## config.mk

```make
export PLATFORM = sky130hd
export DESIGN_NAME = axi_bridge_top
export DESIGN_NICKNAME = d
export VERILOG_FILES = /design/src/design/axi_bridge_pkg.sv /design/src/design/axi_bridge_top.sv /design/src/design/read_port_arbiter.sv /design/src/design/read_queue.sv /design/src/design/write_buffer.sv
export SDC_FILE = /design/constraint.sdc
export NUM_CORES = 1
export LEC_CHECK = 0
export ABC_CLOCK_PERIOD_IN_PS = 13650
export CORE_AREA = 2 2 220 222
export DETAILED_ROUTE_END_ITERATION = 8
export DIE_AREA = 0 0 222 224
export DONT_BUFFER_PORTS = 1
export MAX_ROUTING_LAYER = met4
export PLACE_DENSITY = 0.65
export SLEW_MARGIN = 20
export SYNTH_ARGS = -nofsm -noshare
export SYNTH_HDL_FRONTEND = slang
export SYNTH_SLANG_ARGS = --single-unit
```

## constraint.sdc

```tcl
create_clock -name clk -period 13.65 [get_ports clk]
set_input_delay 0 -clock clk [delete_from_list [all_inputs] [get_ports clk]]
set_output_delay 0 -clock clk [all_outputs]
set_load 0.02 [all_outputs]
```

## src/design/axi_bridge_pkg.sv

```systemverilog
package axi_bridge_pkg;

    ////////////////////////////////////////
    // widths and sizes
    ////////////////////////////////////////

    localparam int addr_w   = 32;
    localparam int data_w   = 64;
    localparam int strb_w   = 8;
    localparam int axi_id_w = 4;
    localparam int rq_depth = 4;
    localparam int rq_idx_w = 2;

    // log2 of the byte count, 0 to 3
    typedef logic [2:0] size_t;

    // full 8-byte beat
    localparam size_t bus_size = 3'd3;

    typedef enum logic {
        src_inst = 1'b0,
        src_data = 1'b1
    } rd_src_t;

    ////////////////////////////////////////
    // core side
    ////////////////////////////////////////

    typedef struct packed {
        logic [addr_w-1:0] addr;
        size_t             size;
        rd_src_t           src;
    } rd_req_t;

    typedef struct packed {
        logic [addr_w-1:0] addr;
        logic [data_w-1:0] data;
    } rd_rsp_t;

    typedef struct packed {
        logic [addr_w-1:0] addr;
        logic [data_w-1:0] data;
        size_t             size;
    } wr_req_t;

    ////////////////////////////////////////
    // axi channels
    ////////////////////////////////////////

    typedef struct packed {
        logic [axi_id_w-1:0] id;
        logic [addr_w-1:0]   addr;
        size_t               size;
    } axi_ar_t;

    typedef struct packed {
        logic [axi_id_w-1:0] id;
        logic [data_w-1:0]   data;
        logic                last;
    } axi_r_t;

    typedef struct packed {
        logic [axi_id_w-1:0] id;
        logic [addr_w-1:0]   addr;
        size_t               size;
    } axi_aw_t;

    typedef struct packed {
        logic [data_w-1:0] data;
        logic [strb_w-1:0] strb;
        logic              last;
    } axi_w_t;

    typedef struct packed {
        logic [axi_id_w-1:0] id;
        logic [1:0]          resp;
    } axi_b_t;

endpackage

```

## src/design/axi_bridge_top.sv

```systemverilog
`timescale 1ns/1ps

module axi_bridge_top (
    input  logic                              clk,
    input  logic                              rst,
    // instruction port
    input  logic                              i_i_en,
    input  logic [axi_bridge_pkg::addr_w-1:0] i_i_addr,
    output logic                              o_i_stall,
    output logic                              o_i_valid,
    output logic [axi_bridge_pkg::addr_w-1:0] o_i_addr,
    output logic [axi_bridge_pkg::data_w-1:0] o_i_data,
    // data port
    input  logic                              i_d_rd,
    input  logic                              i_d_wr,
    input  logic [axi_bridge_pkg::addr_w-1:0] i_d_addr,
    input  logic [axi_bridge_pkg::data_w-1:0] i_d_data,
    input  axi_bridge_pkg::size_t             i_d_size,
    output logic                              o_d_stall,
    output logic                              o_d_valid,
    output logic [axi_bridge_pkg::addr_w-1:0] o_d_addr,
    output logic [axi_bridge_pkg::data_w-1:0] o_d_data,
    // axi
    output axi_bridge_pkg::axi_ar_t           o_ar,
    output logic                              o_arvalid,
    input  logic                              i_arready,
    input  axi_bridge_pkg::axi_r_t            i_r,
    input  logic                              i_rvalid,
    output logic                              o_rready,
    output axi_bridge_pkg::axi_aw_t           o_aw,
    output logic                              o_awvalid,
    input  logic                              i_awready,
    output axi_bridge_pkg::axi_w_t            o_w,
    output logic                              o_wvalid,
    input  logic                              i_wready,
    input  axi_bridge_pkg::axi_b_t            i_b,
    input  logic                              i_bvalid,
    output logic                              o_bready
);

    axi_bridge_pkg::rd_req_t             enq_req;
    axi_bridge_pkg::rd_rsp_t             rsp;
    axi_bridge_pkg::wr_req_t             wr_req;
    logic [axi_bridge_pkg::rq_depth-1:0] war_hit;
    logic [axi_bridge_pkg::addr_w-1:0]   wb_addr;
    logic enq;
    logic queue_full;
    logic retire;
    logic wb_valid;
    logic d_stall_rd;
    logic d_stall_wr;

    assign wr_req.addr = i_d_addr;
    assign wr_req.data = i_d_data;
    assign wr_req.size = i_d_size;

    // both ports see the head entry, the valids tell them apart
    assign o_i_addr  = rsp.addr;
    assign o_i_data  = rsp.data;
    assign o_d_addr  = rsp.addr;
    assign o_d_data  = rsp.data;
    assign o_d_stall = d_stall_rd || d_stall_wr;

    read_port_arbiter u_arbiter (
        .clk          (clk),
        .rst          (rst),
        .i_i_en       (i_i_en),
        .i_i_addr     (i_i_addr),
        .i_d_rd       (i_d_rd),
        .i_d_addr     (i_d_addr),
        .i_d_size     (i_d_size),
        .i_queue_full (queue_full),
        .i_retire     (retire),
        .i_wb_valid   (wb_valid),
        .i_wb_addr    (wb_addr),
        .o_enq        (enq),
        .o_enq_req    (enq_req),
        .o_i_stall    (o_i_stall),
        .o_d_stall_rd (d_stall_rd)
    );

    read_queue u_read_queue (
        .clk       (clk),
        .rst       (rst),
        .i_enq     (enq),
        .i_enq_req (enq_req),
        .i_arready (i_arready),
        .i_r       (i_r),
        .i_rvalid  (i_rvalid),
        .i_wb_addr (wb_addr),
        .o_full    (queue_full),
        .o_retire  (retire),
        .o_rsp     (rsp),
        .o_i_valid (o_i_valid),
        .o_d_valid (o_d_valid),
        .o_ar      (o_ar),
        .o_arvalid (o_arvalid),
        .o_rready  (o_rready),
        .o_war_hit (war_hit)
    );

    write_buffer u_write_buffer (
        .clk          (clk),
        .rst          (rst),
        .i_d_wr       (i_d_wr),
        .i_wr_req     (wr_req),
        .i_war_hit    (war_hit),
        .i_awready    (i_awready),
        .i_wready     (i_wready),
        .i_b          (i_b),
        .i_bvalid     (i_bvalid),
        .o_d_stall_wr (d_stall_wr),
        .o_valid      (wb_valid),
        .o_addr       (wb_addr),
        .o_aw         (o_aw),
        .o_awvalid    (o_awvalid),
        .o_w          (o_w),
        .o_wvalid     (o_wvalid),
        .o_bready     (o_bready)
    );

endmodule

```

## src/design/read_port_arbiter.sv

```systemverilog
`timescale 1ns/1ps

module read_port_arbiter (
    input  logic                              clk,
    input  logic                              rst,
    input  logic                              i_i_en,
    input  logic [axi_bridge_pkg::addr_w-1:0] i_i_addr,
    input  logic                              i_d_rd,
    input  logic [axi_bridge_pkg::addr_w-1:0] i_d_addr,
    input  axi_bridge_pkg::size_t             i_d_size,
    input  logic                              i_queue_full,
    input  logic                              i_retire,
    input  logic                              i_wb_valid,
    input  logic [axi_bridge_pkg::addr_w-1:0] i_wb_addr,
    output logic                              o_enq,
    output axi_bridge_pkg::rd_req_t           o_enq_req,
    output logic                              o_i_stall,
    output logic                              o_d_stall_rd
);

    axi_bridge_pkg::rd_src_t last_src;
    logic raw_i;
    logic raw_d;
    logic no_room;
    logic want_i;
    logic want_d;
    logic grant_i;
    logic grant_d;

    // raw compare works on the beat address, so any overlapping write blocks the read
    assign raw_i = i_wb_valid && (i_wb_addr[axi_bridge_pkg::addr_w-1:axi_bridge_pkg::bus_size] ==
                                  i_i_addr[axi_bridge_pkg::addr_w-1:axi_bridge_pkg::bus_size]);
    assign raw_d = i_wb_valid && (i_wb_addr[axi_bridge_pkg::addr_w-1:axi_bridge_pkg::bus_size] ==
                                  i_d_addr[axi_bridge_pkg::addr_w-1:axi_bridge_pkg::bus_size]);

    // a retiring head frees its slot in the same cycle
    assign no_room = i_queue_full && !i_retire;

    assign want_i = i_i_en && !raw_i && !no_room;
    assign want_d = i_d_rd && !raw_d && !no_room;

    // alternate when both ports want the queue
    assign grant_i = want_i && (!want_d || last_src == axi_bridge_pkg::src_data);
    assign grant_d = want_d && !grant_i;

    assign o_enq        = grant_i || grant_d;
    assign o_i_stall    = i_i_en && !grant_i;
    assign o_d_stall_rd = i_d_rd && !grant_d;

    always_comb begin
        o_enq_req.addr = grant_i ? i_i_addr : i_d_addr;
        o_enq_req.size = grant_i ? axi_bridge_pkg::bus_size : i_d_size;
        o_enq_req.src  = grant_i ? axi_bridge_pkg::src_inst : axi_bridge_pkg::src_data;
    end

    always_ff @(posedge clk) begin
        if (rst) begin
            last_src <= axi_bridge_pkg::src_data;
        end else if (o_enq) begin
            last_src <= o_enq_req.src;
        end
    end

endmodule

```

## src/design/read_queue.sv

```systemverilog
`timescale 1ns/1ps

module read_queue (
    input  logic                              clk,
    input  logic                              rst,
    input  logic                              i_enq,
    input  axi_bridge_pkg::rd_req_t           i_enq_req,
    input  logic                              i_arready,
    input  axi_bridge_pkg::axi_r_t            i_r,
    input  logic                              i_rvalid,
    input  logic [axi_bridge_pkg::addr_w-1:0] i_wb_addr,
    output logic                              o_full,
    output logic                              o_retire,
    output axi_bridge_pkg::rd_rsp_t           o_rsp,
    output logic                              o_i_valid,
    output logic                              o_d_valid,
    output axi_bridge_pkg::axi_ar_t           o_ar,
    output logic                              o_arvalid,
    output logic                              o_rready,
    output logic [axi_bridge_pkg::rq_depth-1:0] o_war_hit
);

    ////////////////////////////////////////
    // entry storage
    ////////////////////////////////////////

    logic [axi_bridge_pkg::addr_w-1:0] ent_addr [axi_bridge_pkg::rq_depth];
    axi_bridge_pkg::size_t             ent_size [axi_bridge_pkg::rq_depth];
    axi_bridge_pkg::rd_src_t           ent_src  [axi_bridge_pkg::rq_depth];
    logic [axi_bridge_pkg::data_w-1:0] ent_data [axi_bridge_pkg::rq_depth];
    logic [axi_bridge_pkg::rq_depth-1:0] ent_valid;
    logic [axi_bridge_pkg::rq_depth-1:0] ent_done;

    // pointers carry one wrap bit above the index
    logic [axi_bridge_pkg::rq_idx_w:0]   tail_ptr;
    logic [axi_bridge_pkg::rq_idx_w:0]   issue_ptr;
    logic [axi_bridge_pkg::rq_idx_w:0]   head_ptr;
    logic [axi_bridge_pkg::rq_idx_w-1:0] tail_idx;
    logic [axi_bridge_pkg::rq_idx_w-1:0] issue_idx;
    logic [axi_bridge_pkg::rq_idx_w-1:0] head_idx;
    logic [axi_bridge_pkg::rq_idx_w-1:0] r_idx;
    logic ar_fire;
    logic r_fire;
    logic head_hit;

    assign tail_idx  = tail_ptr[axi_bridge_pkg::rq_idx_w-1:0];
    assign issue_idx = issue_ptr[axi_bridge_pkg::rq_idx_w-1:0];
    assign head_idx  = head_ptr[axi_bridge_pkg::rq_idx_w-1:0];
    assign r_idx     = i_r.id[axi_bridge_pkg::rq_idx_w-1:0];

    assign o_full = (tail_idx == head_idx) &&
                    (tail_ptr[axi_bridge_pkg::rq_idx_w] != head_ptr[axi_bridge_pkg::rq_idx_w]);

    ////////////////////////////////////////
    // ar issue
    ////////////////////////////////////////

    assign o_arvalid = (issue_ptr != tail_ptr);
    assign ar_fire   = o_arvalid && i_arready;

    always_comb begin
        o_ar.id   = {{(axi_bridge_pkg::axi_id_w - axi_bridge_pkg::rq_idx_w){1'b0}}, issue_idx};
        o_ar.addr = ent_addr[issue_idx];
        o_ar.size = ent_size[issue_idx];
    end

    ////////////////////////////////////////
    // completion and retirement
    ////////////////////////////////////////

    assign o_rready = 1'b1;
    assign r_fire   = i_rvalid && i_r.last;

    // a beat for the head bypasses the entry and retires at once
    assign head_hit = r_fire && (r_idx == head_idx);
    assign o_retire = ent_valid[head_idx] && (ent_done[head_idx] || head_hit);

    always_comb begin
        o_rsp.addr = ent_addr[head_idx];
        o_rsp.data = ent_done[head_idx] ? ent_data[head_idx] : i_r.data;
    end

    assign o_i_valid = o_retire && (ent_src[head_idx] == axi_bridge_pkg::src_inst);
    assign o_d_valid = o_retire && (ent_src[head_idx] == axi_bridge_pkg::src_data);

    // outstanding reads on the beat the buffered write targets
    always_comb begin
        for (int k = 0; k < axi_bridge_pkg::rq_depth; k++) begin
            o_war_hit[k] = ent_valid[k] && !ent_done[k] &&
                (ent_addr[k][axi_bridge_pkg::addr_w-1:axi_bridge_pkg::bus_size] ==
                 i_wb_addr[axi_bridge_pkg::addr_w-1:axi_bridge_pkg::bus_size]);
        end
    end

    always_ff @(posedge clk) begin
        if (i_enq) begin
            ent_addr[tail_idx] <= i_enq_req.addr;
            ent_size[tail_idx] <= i_enq_req.size;
            ent_src[tail_idx]  <= i_enq_req.src;
        end
        if (r_fire) begin
            ent_data[r_idx] <= i_r.data;
        end
    end

    always_ff @(posedge clk) begin
        if (rst) begin
            tail_ptr  <= '0;
            issue_ptr <= '0;
            head_ptr  <= '0;
            ent_valid <= '0;
            ent_done  <= '0;
        end else begin
            if (r_fire && !head_hit) begin
                ent_done[r_idx] <= 1'b1;
            end
            if (o_retire) begin
                ent_valid[head_idx] <= 1'b0;
                ent_done[head_idx]  <= 1'b0;
                head_ptr            <= head_ptr + 1'b1;
            end
            // when full the new entry reuses the retiring slot, so it goes last
            if (i_enq) begin
                ent_valid[tail_idx] <= 1'b1;
                ent_done[tail_idx]  <= 1'b0;
                tail_ptr            <= tail_ptr + 1'b1;
            end
            if (ar_fire) begin
                issue_ptr <= issue_ptr + 1'b1;
            end
        end
    end

endmodule

```

## src/design/write_buffer.sv

```systemverilog
`timescale 1ns/1ps

module write_buffer (
    input  logic                              clk,
    input  logic                              rst,
    input  logic                              i_d_wr,
    input  axi_bridge_pkg::wr_req_t           i_wr_req,
    input  logic [axi_bridge_pkg::rq_depth-1:0] i_war_hit,
    input  logic                              i_awready,
    input  logic                              i_wready,
    input  axi_bridge_pkg::axi_b_t            i_b,
    input  logic                              i_bvalid,
    output logic                              o_d_stall_wr,
    output logic                              o_valid,
    output logic [axi_bridge_pkg::addr_w-1:0] o_addr,
    output axi_bridge_pkg::axi_aw_t           o_aw,
    output logic                              o_awvalid,
    output axi_bridge_pkg::axi_w_t            o_w,
    output logic                              o_wvalid,
    output logic                              o_bready
);

    axi_bridge_pkg::wr_req_t     wr_q;
    logic                        aw_sent;
    logic                        w_sent;
    logic                        b_done;
    logic                        accept;
    logic                        war_hold;
    logic [axi_bridge_pkg::strb_w-1:0] strb_base;

    // awid is always zero, so only that id completes the buffer
    assign b_done = o_valid && i_bvalid && (i_b.id == '0);
    assign accept = i_d_wr && (!o_valid || b_done);

    assign o_d_stall_wr = i_d_wr && o_valid && !b_done;
    assign o_addr       = wr_q.addr;
    assign o_bready     = 1'b1;

    // an older read to the same beat must see the old data first
    assign war_hold  = |i_war_hit;
    assign o_awvalid = o_valid && !aw_sent && !war_hold;
    assign o_wvalid  = o_valid && !w_sent && !war_hold;

    ////////////////////////////////////////
    // channel payloads
    ////////////////////////////////////////

    always_comb begin
        case (wr_q.size)
            3'd0:    strb_base = 8'h01;
            3'd1:    strb_base = 8'h03;
            3'd2:    strb_base = 8'h0f;
            default: strb_base = 8'hff;
        endcase
    end

    always_comb begin
        o_aw.id   = '0;
        o_aw.addr = wr_q.addr;
        o_aw.size = wr_q.size;
        o_w.data  = wr_q.data;
        o_w.strb  = strb_base << wr_q.addr[axi_bridge_pkg::bus_size-1:0];
        o_w.last  = 1'b1;
    end

    always_ff @(posedge clk) begin
        if (accept) begin
            wr_q <= i_wr_req;
        end
    end

    always_ff @(posedge clk) begin
        if (rst) begin
            o_valid <= 1'b0;
            aw_sent <= 1'b0;
            w_sent  <= 1'b0;
        end else if (accept) begin
            o_valid <= 1'b1;
            aw_sent <= 1'b0;
            w_sent  <= 1'b0;
        end else begin
            if (b_done) begin
                o_valid <= 1'b0;
            end
            if (o_awvalid && i_awready) begin
                aw_sent <= 1'b1;
            end
            if (o_wvalid && i_wready) begin
                w_sent <= 1'b1;
            end
        end
    end

endmodule

```

==> results.py <==
metrics = {
    "power_and_ir_drop": {
        "p_leak_nw": 8.92,
        "irDropWorstVdd_uv": 123,
        "p_sw_w": 0.00109,
        "p_int_w": 0.00286,
        "p_clk_share_pct": 34.8,
        "totalPowerFinal_w": 0.00395,
        "swShare_pct": 27.6,
        "powerDensity_nw_per_um2": 143,
        "combPwrFrac_pct": 15.3,
        "p_seq_share_pct": 49.9,
    },
    "timing": {
        "max_freq_mhz": 206,
        "clock_skew_ns": 0.0294,
        "fin_setup_tns_ns": 0,
        "hold_viol": 0,
        "grt_setup_unrepaired": "false",
        "fin_crit_sh_pct": 35.6,
        "setup_viol": 0,
        "maxSlewViolCount": 0,
        "tightest_slew_ns": 1.12,
        "finalCriticalPeriod_ns": 4.86,
        "max_slew_margin_pct": 25.7,
    },
    "floorplanning": {
        "die_y_um": 224,
        "dieArea_um2": 49700,
        "start_util_pct": 50.3,
        "fp.dieW_um": 222,
        "coreArea_um2": 47300,
        "rows": 80,
        "ios": 568,
    },
    "synthesis": {
        "synth_top_area_cell": "edfxtp_1",
        "synth-edff-count": 499,
        "synth_common_cells": "edfxtp_1, mux4_2, xor2_1",
        "synth.most_common_cell": "edfxtp_1",
        "synth-main-ff-cell": "edfxtp_1",
        "ys_async_sr_fraction_pct": 0,
        "avgSynthCellArea_um2": 17.9,
        "synthDistinctLibCells": 53,
        "syn-cell-area_um2": 23800,
        "ys_seq_area_share_pct": 65.0,
        "ys_ff_latch": 524,
        "synthTopCellsByArea": "edfxtp_1, mux4_2, xor2_1",
        "synth_top_area_share_pct": 62.9,
        "yosysWarnings": 0,
        "syn_inst": 1329,
    },
    "critical_path": {
        "cpMaxStageDelayCell": "mux4_4",
        "critPathRequiredTime_ns": 13.90,
        "worstSetupEndpointType": "flop",
        "crit_chain": "mux4_4 -> a41o_1 -> dlygate4sd3_1 -> and2_4 -> nor2_4 -> a21oi_1 -> and2_2 -> buf_4",
        "crit_path_max_fanout": 65,
        "crit_buf_inv": 2,
        "crit_type": "flop to flop",
        "cp_slowest_stage_delay_ns": 1.06,
        "critPathTopFamily": "multiplexers",
        "startpoint_type": "flop",
        "critPathArrivalTime_ns": 5.12,
    },
    "placement": {
        "dp_hpwl_mm": 40.0,
        "dpl_cell_area_um2": 23500,
        "io_buffers": 0,
        "globalplace.congestion": 0.914,
    },
    "status": {
        "outcome": "completed",
    },
    "clock_tree": {
        "insertion_delay_ns": 0.62,
        "cts_sinks": 524,
        "cts_root_buf": "clkbuf_16",
        "cts_max_path_buffers": 3,
        "cts.htree.levels": 2,
        "cts_tree": "built",
        "numCtsBuffers": 53,
        "post_cts_buffers": 0,
        "clk_pin_slew_ns": 0.06,
    },
    "final_layout": {
        "fin_area_um2": 27500,
        "area_delta_synth_final_pct": 15.7,
        "drive_above_1_share_pct": 22.7,
        "nNetsFinal": 1683,
    },
    "route": {
        "drt-total-wl_mm": 61.7,
        "vias": 12554,
        "drtPass1Iterations": 5,
        "postRouteAntennaNets": 0,
        "drc": 0,
        "post_drt_wl_per_cell_um": 29.1,
        "drtIter0Drc": 1098,
        "via_per_inst": 5.93,
    },
    "grt": {
        "antenna_found_initial": 1,
        "grt_overflow": 0,
        "grt_use_total_pct": 25.4,
        "first_global_vias": 13175,
        "grt_pass1_wl_mm": 88.3,
        "grt_max_degree": 66,
    },
    "run": {
        "maxCapViolations": 0,
    },
    "hold_path": {
        "hold_path_class": "input pin to flop",
    },
}
[kinds of logic after synthesis]
logic type	share of synthesized area (%)
multiplexers	17.7
XOR/XNOR	6.84
other	0.0315
flip-flops	65.0
AO/OA/AOI/OAI	1.44
AND/OR/NAND/NOR	3.07
adder cells (fa/ha/maj)	0.473
buffers and inverters	5.37
[through the flow]
| stage | hold slack [ns] | util, % | std cells | setup WS [ns] |
|---|---|---|---|---|
| after floorplan | 0.0989 | - | 1336 | 8.10 |
| after global placement | 0.0742 | 49.7 | 1780 | 9.33 |
| after detailed placement | 0.0753 | 49.7 | 1780 | 9.30 |
| after CTS | 0.0000421 | 58.2 | 2117 | 8.74 |
| after global routing | 0.00427 | 58.2 | 2118 | 8.51 |
| final | 0.0157 | 58.2 | 2118 | 8.79 |
[placed cells by master, fill, tap and decap left out, types with 4 or more instances in the layout]
cell type	instances
a21oi_1	16
clkinv_2	6
clkinv_1	7
mux2_2	73
nand4_1	16
buf_4	17
mux2_4	25
dfxtp_1	21
inv_6	4
o21ai_0	6
nand2_1	21
inv_1	8
xnor2_1	54
clkinvlp_4	5
nand3_1	6
dlygate4sd3_1	238
nand4b_1	4
edfxtp_1	499
nor2b_1	5
mux4_2	133
xor2_1	132
clkbuf_16	53
o21a_1	5
ha_1	9
nor4_1	36
clkbuf_1	19
conb_1	9
nor2_1	24
[layer usage]
layer / routed length, um / global-route usage [%] / share of wire (%) / up-vias
met5: 0 / - / 0 / -
met4: 2830 / 11.4 / 4.6 / 0
met3: 4940 / 6.78 / 8.0 / 131
met2: 30900 / 41.3 / 50 / 559
met1: 23100 / 29.9 / 37 / 6525
li1: - / - / - / 5339
[timing repair]
item | CTS | global route
endpoints found under the setup margin | 0 | 0
resized for setup | 0 | 0
hold buffers | 238 | 0
endpoints found under the hold margin | 706 | 0
[state kept, by name, indices dropped and copies added, names as in the netlist, named ones only]
signal	cells
u_read_queue.ent_data	256
u_read_queue.ent_addr	128
u_write_buffer.o_w	64
u_write_buffer.o_addr	32
u_read_queue.ent_size	12
u_read_queue.ent_done	4
u_read_queue.ent_src	4
u_read_queue.ent_valid	4
u_read_queue.head_ptr	3
u_read_queue.issue_ptr	3
u_read_queue.tail_ptr	3
u_write_buffer.o_aw	3
u_arbiter.last_src	1
u_write_buffer.aw_sent	1
u_write_buffer.o_valid	1
u_write_buffer.w_sent	1
[final timing paths]
kind	from	endpoint	slack, ns	depth (start not counted)
max	u_read_queue.head_ptr[0]$_SDFFE_PP0N_	u_read_queue.ent_addr[1][13]$_DFFE_PP_	8.79	8
max reg2reg	u_read_queue.head_ptr[0]$_SDFFE_PP0N_	u_read_queue.ent_addr[1][13]$_DFFE_PP_	8.79	8
min	i_d_data[51]	u_write_buffer.o_w[60]$_DFFE_PP_	0.02	1
min reg2reg	u_write_buffer.aw_sent$_SDFFE_PP0P_	u_write_buffer.aw_sent$_SDFFE_PP0P_	0.47	2
[area by class of cell]
class                   count  area (um2)
clock inverters            27         230
fillers                  3560       19800
well taps                 615         769
multi-input cells         616        7110
inverters                   8        30.0
diodes                      1        2.50
repair buffers            255        2510
clock buffers              72        1400
flip-flops and latches    524       15500
[power groups by stage]
stage,Clock (W),Sequential (W),Combinational (W)
floorplan,0,0.00196,0.000478
global placement,0,0.00200,0.000535
detailed placement,0,0.00200,0.000536
CTS,0.00140,0.00197,0.000609
global route,0.00146,0.00198,0.000634
finish,0.00137,0.00197,0.000605
(Power assumes the default switching activity.)
